File: src/verilog/game_macros.svh
`ifndef GAME_MACROS_SVH
`define GAME_MACROS_SVH

// cycles the pattern stays lit after a round starts
`define ROUND_TICKS 64

// length of one beep
`define BEEP_CYCLES 32

// half period of the beeper square wave
`define TONE_HALF 4

// cycles each display digit stays selected
`define SCAN_DIV 4

`endif
File: src/verilog/board_pkg.sv
`default_nettype none

package board_pkg;

    // segments a..g in bits 0..6, dp in bit 7, all active low
    typedef logic [7:0] seg_t;

    // digit selects, active low, bit 0 is the level digit
    typedef logic [1:0] dig_t;

    // everything the seven-segment module drives
    typedef struct packed
    {
        seg_t seg;
        dig_t dig;
    } display_t;

endpackage

`default_nettype wire

File: src/verilog/game_pkg.sv
`default_nettype none

package game_pkg;

    // top level game states
    typedef enum logic [2:0]
    {
        st_off,
        st_idle,
        st_play,
        st_judge,
        st_won
    } game_state_t;

    // pattern shown on the leds, also the player answer
    typedef logic [6:0] pattern_t;

    // 1 to 3 while playing, 0 when off or idle
    typedef logic [1:0] level_t;

    // round timer value
    typedef logic [6:0] ticks_t;

    // game progress as seen by the display
    typedef struct packed
    {
        level_t level;
        logic   playing;
        logic   won;
    } game_status_t;

endpackage

`default_nettype wire

File: src/verilog/memory_game_top.sv
`default_nettype none

module memory_game_top
(
    input  logic              clk,
    input  logic              sw,
    input  logic [7:0]        switches,
    input  logic              start,
    input  logic              restart,
    output logic [15:0]       led,
    output board_pkg::seg_t   seg,
    output board_pkg::dig_t   dig,
    output logic              beep
);

    game_pkg::pattern_t      pattern;
    game_pkg::ticks_t        time_left;
    game_pkg::game_status_t  status;
    board_pkg::display_t     display;
    logic                    new_pattern;
    logic                    timer_load;
    logic                    shown_out;
    logic                    beep_trig;

    pattern_lfsr i_pattern_lfsr
    (
        .clk         (clk),
        .sw          (sw),
        .new_pattern (new_pattern),
        .pattern     (pattern)
    );

    round_timer i_round_timer
    (
        .clk        (clk),
        .sw         (sw),
        .timer_load (timer_load),
        .time_left  (time_left),
        .shown_out  (shown_out)
    );

    game_fsm i_game_fsm
    (
        .clk         (clk),
        .sw          (sw),
        .switches    (switches),
        .start       (start),
        .restart     (restart),
        .pattern     (pattern),
        .shown_out   (shown_out),
        .new_pattern (new_pattern),
        .timer_load  (timer_load),
        .beep_trig   (beep_trig),
        .status      (status),
        .led         (led)
    );

    level_display i_level_display
    (
        .clk       (clk),
        .sw        (sw),
        .status    (status),
        .time_left (time_left),
        .display   (display)
    );

    tone_gen i_tone_gen
    (
        .clk       (clk),
        .sw        (sw),
        .beep_trig (beep_trig),
        .beep      (beep)
    );

    // split the display bundle onto the board pins
    assign seg = display.seg;
    assign dig = display.dig;

endmodule

`default_nettype wire

File: src/verilog/tone_gen.sv
`default_nettype none

`include "game_macros.svh"

module tone_gen
(
    input  logic clk,
    input  logic sw,
    input  logic beep_trig,
    output logic beep
);

    localparam int DUR_W  = $clog2(`BEEP_CYCLES + 1);
    localparam int HALF_W = $clog2(`TONE_HALF + 1);

    logic [DUR_W-1:0]  dur;
    logic [HALF_W-1:0] half_cnt;

    always_ff @(posedge clk or negedge sw)
    begin
        if (!sw)
        begin
            dur      <= '0;
            half_cnt <= '0;
            beep     <= 1'b0;
        end
        else if (beep_trig)
        begin
            // a new trigger restarts the beep from the top
            dur      <= DUR_W'(`BEEP_CYCLES);
            half_cnt <= '0;
            beep     <= 1'b1;
        end
        else if (dur != '0)
        begin
            dur <= dur - 1'b1;
            if (dur == DUR_W'(1))
            begin
                beep <= 1'b0;
            end
            else if (half_cnt == HALF_W'(`TONE_HALF - 1))
            begin
                half_cnt <= '0;
                beep     <= ~beep;
            end
            else
            begin
                half_cnt <= half_cnt + 1'b1;
            end
        end
    end

endmodule

`default_nettype wire

File: src/verilog/level_display.sv
`default_nettype none

`include "game_macros.svh"

module level_display
(
    input  logic                    clk,
    input  logic                    sw,
    input  game_pkg::game_status_t  status,
    input  game_pkg::ticks_t        time_left,
    output board_pkg::display_t     display
);

    localparam int SCAN_W = $clog2(`SCAN_DIV);

    logic [SCAN_W-1:0] scan_cnt;
    logic              sel;
    logic [3:0]        nibble;
    logic [6:0]        code;

    // digit scan
    always_ff @(posedge clk or negedge sw)
    begin
        if (!sw)
        begin
            scan_cnt <= '0;
            sel      <= 1'b0;
        end
        else if (scan_cnt == SCAN_W'(`SCAN_DIV - 1))
        begin
            scan_cnt <= '0;
            sel      <= ~sel;
        end
        else
        begin
            scan_cnt <= scan_cnt + 1'b1;
        end
    end

    // digit 0 is level or E, digit 1 is coarse time
    assign nibble = sel ? time_left[6:3] : (status.won ? 4'he : {2'b00, status.level});

    // gfedcba, active high here
    always_comb
    begin
        case (nibble)
            4'h0: code = 7'h3f;
            4'h1: code = 7'h06;
            4'h2: code = 7'h5b;
            4'h3: code = 7'h4f;
            4'h4: code = 7'h66;
            4'h5: code = 7'h6d;
            4'h6: code = 7'h7d;
            4'h7: code = 7'h07;
            4'h8: code = 7'h7f;
            4'h9: code = 7'h6f;
            4'ha: code = 7'h77;
            4'hb: code = 7'h7c;
            4'hc: code = 7'h39;
            4'hd: code = 7'h5e;
            4'he: code = 7'h79;
            default: code = 7'h71;
        endcase
    end

    // blank both digits when off or idle
    always_comb
    begin
        if (status.playing || status.won)
        begin
            display.seg = {1'b1, ~code};
            display.dig = sel ? 2'b01 : 2'b10;
        end
        else
        begin
            display.seg = 8'hff;
            display.dig = 2'b11;
        end
    end

endmodule

`default_nettype wire

File: src/verilog/game_fsm.sv
`default_nettype none

module game_fsm
(
    input  logic                    clk,
    input  logic                    sw,
    input  logic [7:0]              switches,
    input  logic                    start,
    input  logic                    restart,
    input  game_pkg::pattern_t      pattern,
    input  logic                    shown_out,
    output logic                    new_pattern,
    output logic                    timer_load,
    output logic                    beep_trig,
    output game_pkg::game_status_t  status,
    output logic [15:0]             led
);

    game_pkg::game_state_t state;
    game_pkg::game_state_t next_state;
    game_pkg::level_t      level;
    game_pkg::level_t      next_level;
    game_pkg::pattern_t    mask;
    logic                  match;

    // 4 + level bits are in play
    always_comb
    begin
        case (level)
            2'd1:    mask = 7'b0011111;
            2'd2:    mask = 7'b0111111;
            2'd3:    mask = 7'b1111111;
            default: mask = 7'b0000000;
        endcase
    end

    assign match = ((switches[6:0] ^ pattern) & mask) == '0;

    always_comb
    begin
        next_state  = state;
        next_level  = level;
        new_pattern = 1'b0;
        timer_load  = 1'b0;
        beep_trig   = 1'b0;
        // power switch overrides everything
        if (!switches[7])
        begin
            next_state = game_pkg::st_off;
            next_level = 2'd0;
        end
        else
        begin
            case (state)
                game_pkg::st_off:
                begin
                    next_state = game_pkg::st_idle;
                end
                game_pkg::st_idle:
                begin
                    if (restart)
                    begin
                        next_state  = game_pkg::st_play;
                        next_level  = 2'd1;
                        new_pattern = 1'b1;
                        timer_load  = 1'b1;
                    end
                end
                game_pkg::st_play:
                begin
                    // restart keeps the pattern but drops to level 1
                    if (restart)
                    begin
                        next_level = 2'd1;
                        timer_load = 1'b1;
                    end
                    else if (start)
                    begin
                        next_state = game_pkg::st_judge;
                    end
                end
                game_pkg::st_judge:
                begin
                    if (match && level == 2'd3)
                    begin
                        next_state = game_pkg::st_won;
                        beep_trig  = 1'b1;
                    end
                    else if (match)
                    begin
                        next_state  = game_pkg::st_play;
                        next_level  = level + 2'd1;
                        new_pattern = 1'b1;
                        timer_load  = 1'b1;
                    end
                    else
                    begin
                        // replay same level, same pattern
                        next_state = game_pkg::st_play;
                        timer_load = 1'b1;
                        beep_trig  = 1'b1;
                    end
                end
                game_pkg::st_won:
                begin
                    if (restart)
                    begin
                        next_state = game_pkg::st_play;
                        next_level = 2'd1;
                        timer_load = 1'b1;
                    end
                end
                default:
                begin
                    next_state = game_pkg::st_off;
                    next_level = 2'd0;
                end
            endcase
        end
    end

    always_ff @(posedge clk or negedge sw)
    begin
        if (!sw)
        begin
            state <= game_pkg::st_off;
            level <= 2'd0;
        end
        else
        begin
            state <= next_state;
            level <= next_level;
        end
    end

    always_comb
    begin
        status.level   = level;
        status.playing = (state == game_pkg::st_play) || (state == game_pkg::st_judge);
        status.won     = (state == game_pkg::st_won);
    end

    // lit only during the visible window of a round
    assign led = (state == game_pkg::st_play && !shown_out) ? {9'd0, pattern & mask} : 16'd0;

endmodule

`default_nettype wire

File: src/verilog/round_timer.sv
`default_nettype none

`include "game_macros.svh"

module round_timer
(
    input  logic              clk,
    input  logic              sw,
    input  logic              timer_load,
    output game_pkg::ticks_t  time_left,
    output logic              shown_out
);

    game_pkg::ticks_t count;

    // load on round start, then run down and park at zero
    always_ff @(posedge clk or negedge sw)
    begin
        if (!sw)
        begin
            count <= '0;
        end
        else if (timer_load)
        begin
            count <= game_pkg::ticks_t'(`ROUND_TICKS);
        end
        else if (count != '0)
        begin
            count <= count - 7'd1;
        end
    end

    assign time_left = count;

    // pattern window is over
    assign shown_out = (count == '0);

endmodule

`default_nettype wire

File: src/verilog/pattern_lfsr.sv
`default_nettype none

module pattern_lfsr
(
    input  logic                clk,
    input  logic                sw,
    input  logic                new_pattern,
    output game_pkg::pattern_t  pattern
);

    logic [15:0] lfsr;

    // galois form with taps 16 14 13 11
    always_ff @(posedge clk or negedge sw)
    begin
        if (!sw)
        begin
            lfsr <= 16'hace1;
        end
        else
        begin
            lfsr <= {1'b0, lfsr[15:1]} ^ (lfsr[0] ? 16'hb400 : 16'h0000);
        end
    end

    // grab the low bits on request
    // level 1 sees only bits 4:0, so those must never all be dark
    always_ff @(posedge clk or negedge sw)
    begin
        if (!sw)
        begin
            pattern <= 7'd1;
        end
        else if (new_pattern)
        begin
            pattern <= (lfsr[4:0] == 5'd0) ? 7'd1 : lfsr[6:0];
        end
    end

endmodule

`default_nettype wire

File: config.mk
export PLATFORM = sky130hd
export DESIGN_NAME = memory_game_top
export DESIGN_NICKNAME = d
export VERILOG_FILES = /design/src/verilog/board_pkg.sv /design/src/verilog/game_pkg.sv /design/src/verilog/memory_game_top.sv /design/src/verilog/tone_gen.sv /design/src/verilog/level_display.sv /design/src/verilog/game_fsm.sv /design/src/verilog/round_timer.sv /design/src/verilog/pattern_lfsr.sv
export VERILOG_INCLUDE_DIRS = /design/src /design/src/verilog
export SDC_FILE = /design/constraint.sdc
export NUM_CORES = 1
export LEC_CHECK = 0
export BUFFER_PORTS_ARGS = -buffer_cell sky130_fd_sc_hd__buf_2
export CAP_MARGIN = 20
export CORE_MARGIN = 10
export CORE_UTILIZATION = 30
export DETAILED_ROUTE_END_ITERATION = 10
export PLACE_DENSITY = 0.57
export RECOVER_POWER = 25
export SYNTH_ARGS = -nofsm -noshare
export SYNTH_HDL_FRONTEND = slang
export SYNTH_SLANG_ARGS = --single-unit
File: constraint.sdc
create_clock -name clk -period 2.4 [get_ports clk]
set_input_delay 0.24 -clock clk [delete_from_list [all_inputs] [get_ports clk]]
set_output_delay 0.24 -clock clk [all_outputs]
set_load 0.01 [all_outputs]
==> metrics.cfg <==
[placed_design]
dp_slack_ps = 209.5
globalplace.congestion = 0.8024
port_buffers = 28
hpwl_um = 4039

[clocking]
cts-hold-fix-buffers = 0
htree_levels = 2
cts_root_buf = clkbuf_8
cts_tree = yes
clock_latency_ps = 300
clockBufferDepth = 2
clock_sinks = 48
numCtsBuffers = 5
clk_pin_slew_ps = 100

[timing]
setup-violations-final = 0
max_freq_mhz = 430.5
slew_viol_final = 0
skew_ps = 8.463
layout_setup_ws_ps = 76.96
holdWs_ps = 204.4
finalCritPeriodShare_pct = 96.79
rsz0062_at_grt = true
max_slew_margin_pct = 21.66
worstMarginPinSlew_ps = 1175
min_period_ps = 2323
report.final.hold_viol_count = 0

[yosys]
syn_avg_cell_area_um2 = 10.22
syn_area_um2 = 2739
synth_top_area_share_pct = 35.63
synth_compound_area_share_pct = 13.75
synth_most_common_cell = dfrtp_1
muxShareOfSynthArea_pct = 3.563
yosys.area_share.simple_pct = 17.41
synth.top_cells.by_area = dfrtp_1 (36%), dfstp_2 (8.6%), ha_1 (7.3%)
ys_warn_count = 0
yosysTopAreaCell = dfrtp_1
synth_edf_count = 0
postSynthCellCount = 268
yosysSeqAreaShare_pct = 44.27
ys_seq_elements = 48
synth_cell_types = 58
synth-adder-area-share_pct = 7.720
synth_top_family_by_area = simple AND/OR/NAND/NOR gates
synth_xor_xnor_area_share_pct = 6.715
async_reset_ff_share_pct = 100.0
synth_ff_type = dfrtp_1
synthTopCellsByCount = dfrtp_1 (39), nand2_1 (27), nor2_1 (23), ha_1 (16), inv_1 (14)

[power_and_ir_drop]
p_leak_nw = 1.465
combPwrFrac_pct = 30.8
max-vdd-ir-drop_mv = 0.3007
swShare_pct = 33.71
power_switching_mw = 0.7843
clkPwrFrac_pct = 22.2
pwr-share-seq_pct = 47.0
p_per_area_nw_per_um2 = 744.1
intPower_mw = 1.542

[global_route]
use_met2_pct = 14.57
grt_pass1_vias = 1990
grt_max_degree = 49
grt_overflow = 0
grt_use_met3_pct = 2.016
antenna_found_initial = 0
grt_use_total_pct = 8.441
grt_pass1_wl_um = 9384
grt_util_met1_pct = 10.27
top_usage_layer = met2

[layout]
multi_input_area_um2 = 1390
num_antenna_cells = 0
register_area_um2 = 1214
nFillCells = 874
drive_gt1_share_pct = 25.65
area_growth_pct = 14.16
finalNetCount = 335

[routing]
via_per_inst = 4.714
drt_iter0_drc = 122
dr.pass1.iters = 4
post-route-drc-count = 0
wl_per_cell_um = 13.40
wirelength_um = 5573
vias = 1961
ant_nets = 0

[floorplan]
row_count = 34
core_area_um2 = 8806
die_area_um2 = 13350
die_w_um = 115.6
io_pins = 39
start_util_pct = 31.10
die_h_um = 115.6

[critical_path]
crit_path_start_kind = flop
path_cells = o31a_1, buf_4, ha_1, nand2_1, nand3_1, a21o_1, buf_2
critPathRequiredTime_ps = 2160
path_class = reg2out
worstPathArrival_ps = 2080
cp_slowest_cell = dfrtp_2
r2r_cells = 6
cpPeakStageDelay_ps = 510
cp_max_fo = 11
worst_setup_path_end_kind = primary output

[flow_run]
maxCapViolations = 0

[hold_path]
hold_class = in2reg
hold_depth = 3

[outcome]
status = completed

-- power groups by stage --
stage,combinational (mW),sequential (mW),clock (mW)
2_1_floorplan,0.574,1.08,0
3_3_place_gp,0.689,1.11,0
3_5_place_dp,0.709,1.11,0
4_1_cts,0.718,1.09,0.541
5_1_grt,0.822,1.12,0.562
6_report,0.715,1.09,0.518
-- path summary, 6_finish.rpt --
path	startpoint	to	slack [ps]
max in group asynchronous	sw	i_level_display.sel$_DFFE_PN0P_	1370
hold / removal	start	i_game_fsm.state[0]$_DFFE_PN0P_	200
min in group asynchronous	sw	i_tone_gen.dur[0]$_DFFE_PN0P_	240
setup / recovery	i_level_display.sel$_DFFE_PN0P_	seg[3]	80
setup reg to reg	i_game_fsm.level[0]$_DFFE_PN0P_	i_tone_gen.beep$_DFFE_PN0P_	540
hold reg to reg	i_pattern_lfsr.lfsr[9]$_DFF_PN0_	i_pattern_lfsr.lfsr[8]$_DFF_PN0_	360
-- through the flow --
| step | area [um2] | TNS (ps) | cells | power (mW) | util, % |
|---|---|---|---|---|---|
| floorplan | 2769 | 0 | 276 | 1.656 | - |
| global placement | 2980 | 0 | 402 | 1.795 | 33.84 |
| detailed placement | 2980 | 0 | 402 | 1.816 | 33.84 |
| CTS | 3099 | 0 | 413 | 2.352 | 35.19 |
| global route | 3127 | -151.0 | 416 | 2.504 | 35.51 |
| finish | 3127 | 0 | 416 | 2.327 | 35.51 |
-- flip-flops by register name (all words and copies together), names as in the netlist --
signal,count
i_game_fsm.level,2
i_tone_gen.half_cnt,3
i_round_timer.time_left,7
i_pattern_lfsr.lfsr,16
i_game_fsm.state,3
i_level_display.sel,1
i_tone_gen.dur,6
i_tone_gen.beep,1
i_pattern_lfsr.pattern,7
i_level_display.scan_cnt,2
-- layout make-up --
class / instances / area share [%]
Timing Repair Buffer: 41 / 7.523
Clock inverter: 2 / 0.4402
Inverter: 15 / 1.801
Multi-Input combinational cell: 196 / 44.46
Sequential cell: 48 / 38.82
Tap cell: 108 / 4.322
Clock buffer: 6 / 2.641
-- cells by family after synthesis --
| family | count (synthesis) |
|---|---|
| simple gates | 92 |
| flops | 48 |
| compound gates | 47 |
| buf+inv | 32 |
| xor+xnor | 21 |
| fa+ha+maj | 17 |
| mux | 9 |
| other cells | 2 |
-- layout by cell type (no fill, tap or decap), types with 3 or more instances in the layout --
master | synthesis | routed
a21oi_1 | 10 | 9
a221o_1 | 3 | 3
and2_1 | 6 | 6
buf_2 | 3 | 28
buf_4 | 11 | 12
clkbuf_8 | 0 | 6
conb_1 | 2 | 10
dfrtp_1 | 39 | 38
dfstp_2 | 9 | 9
ha_1 | 16 | 16
inv_1 | 14 | 13
mux2_2 | 6 | 6
mux2i_1 | 3 | 3
nand2_1 | 27 | 27
nand2b_1 | 7 | 7
nand3_1 | 4 | 4
nand3b_1 | 3 | 3
nor2_1 | 23 | 22
nor3_1 | 9 | 9
o21ai_0 | 9 | 8
o21ai_1 | 2 | 3
o221ai_1 | 3 | 3
xnor2_1 | 9 | 9
xor2_1 | 12 | 12
-- metal layers --
metal | up-vias | part of all wire, %
li1 | 979 | -
met1 | 949 | 47
met2 | 28 | 47
met3 | 5 | 5.0
met4 | 0 | 0.65
met5 | - | 0
-- what timing repair did --
action                                  CTS  global route
setup buffers                             3             3
resized for setup                         0             6
endpoints found under the setup margin    4            12
pin swaps                                 2             2
-- worst max-delay path, delay by kind of cell, from the launching register on --
family                   cells  cell delay, ps
AND/OR/NAND/NOR              2             130
flip-flops                   1             510
adder cells (fa/ha/maj)      1             310
buffers and inverters        2             310
AO/OA/AOI/OAI                2             520
Power figures use the tool's default switching activity.
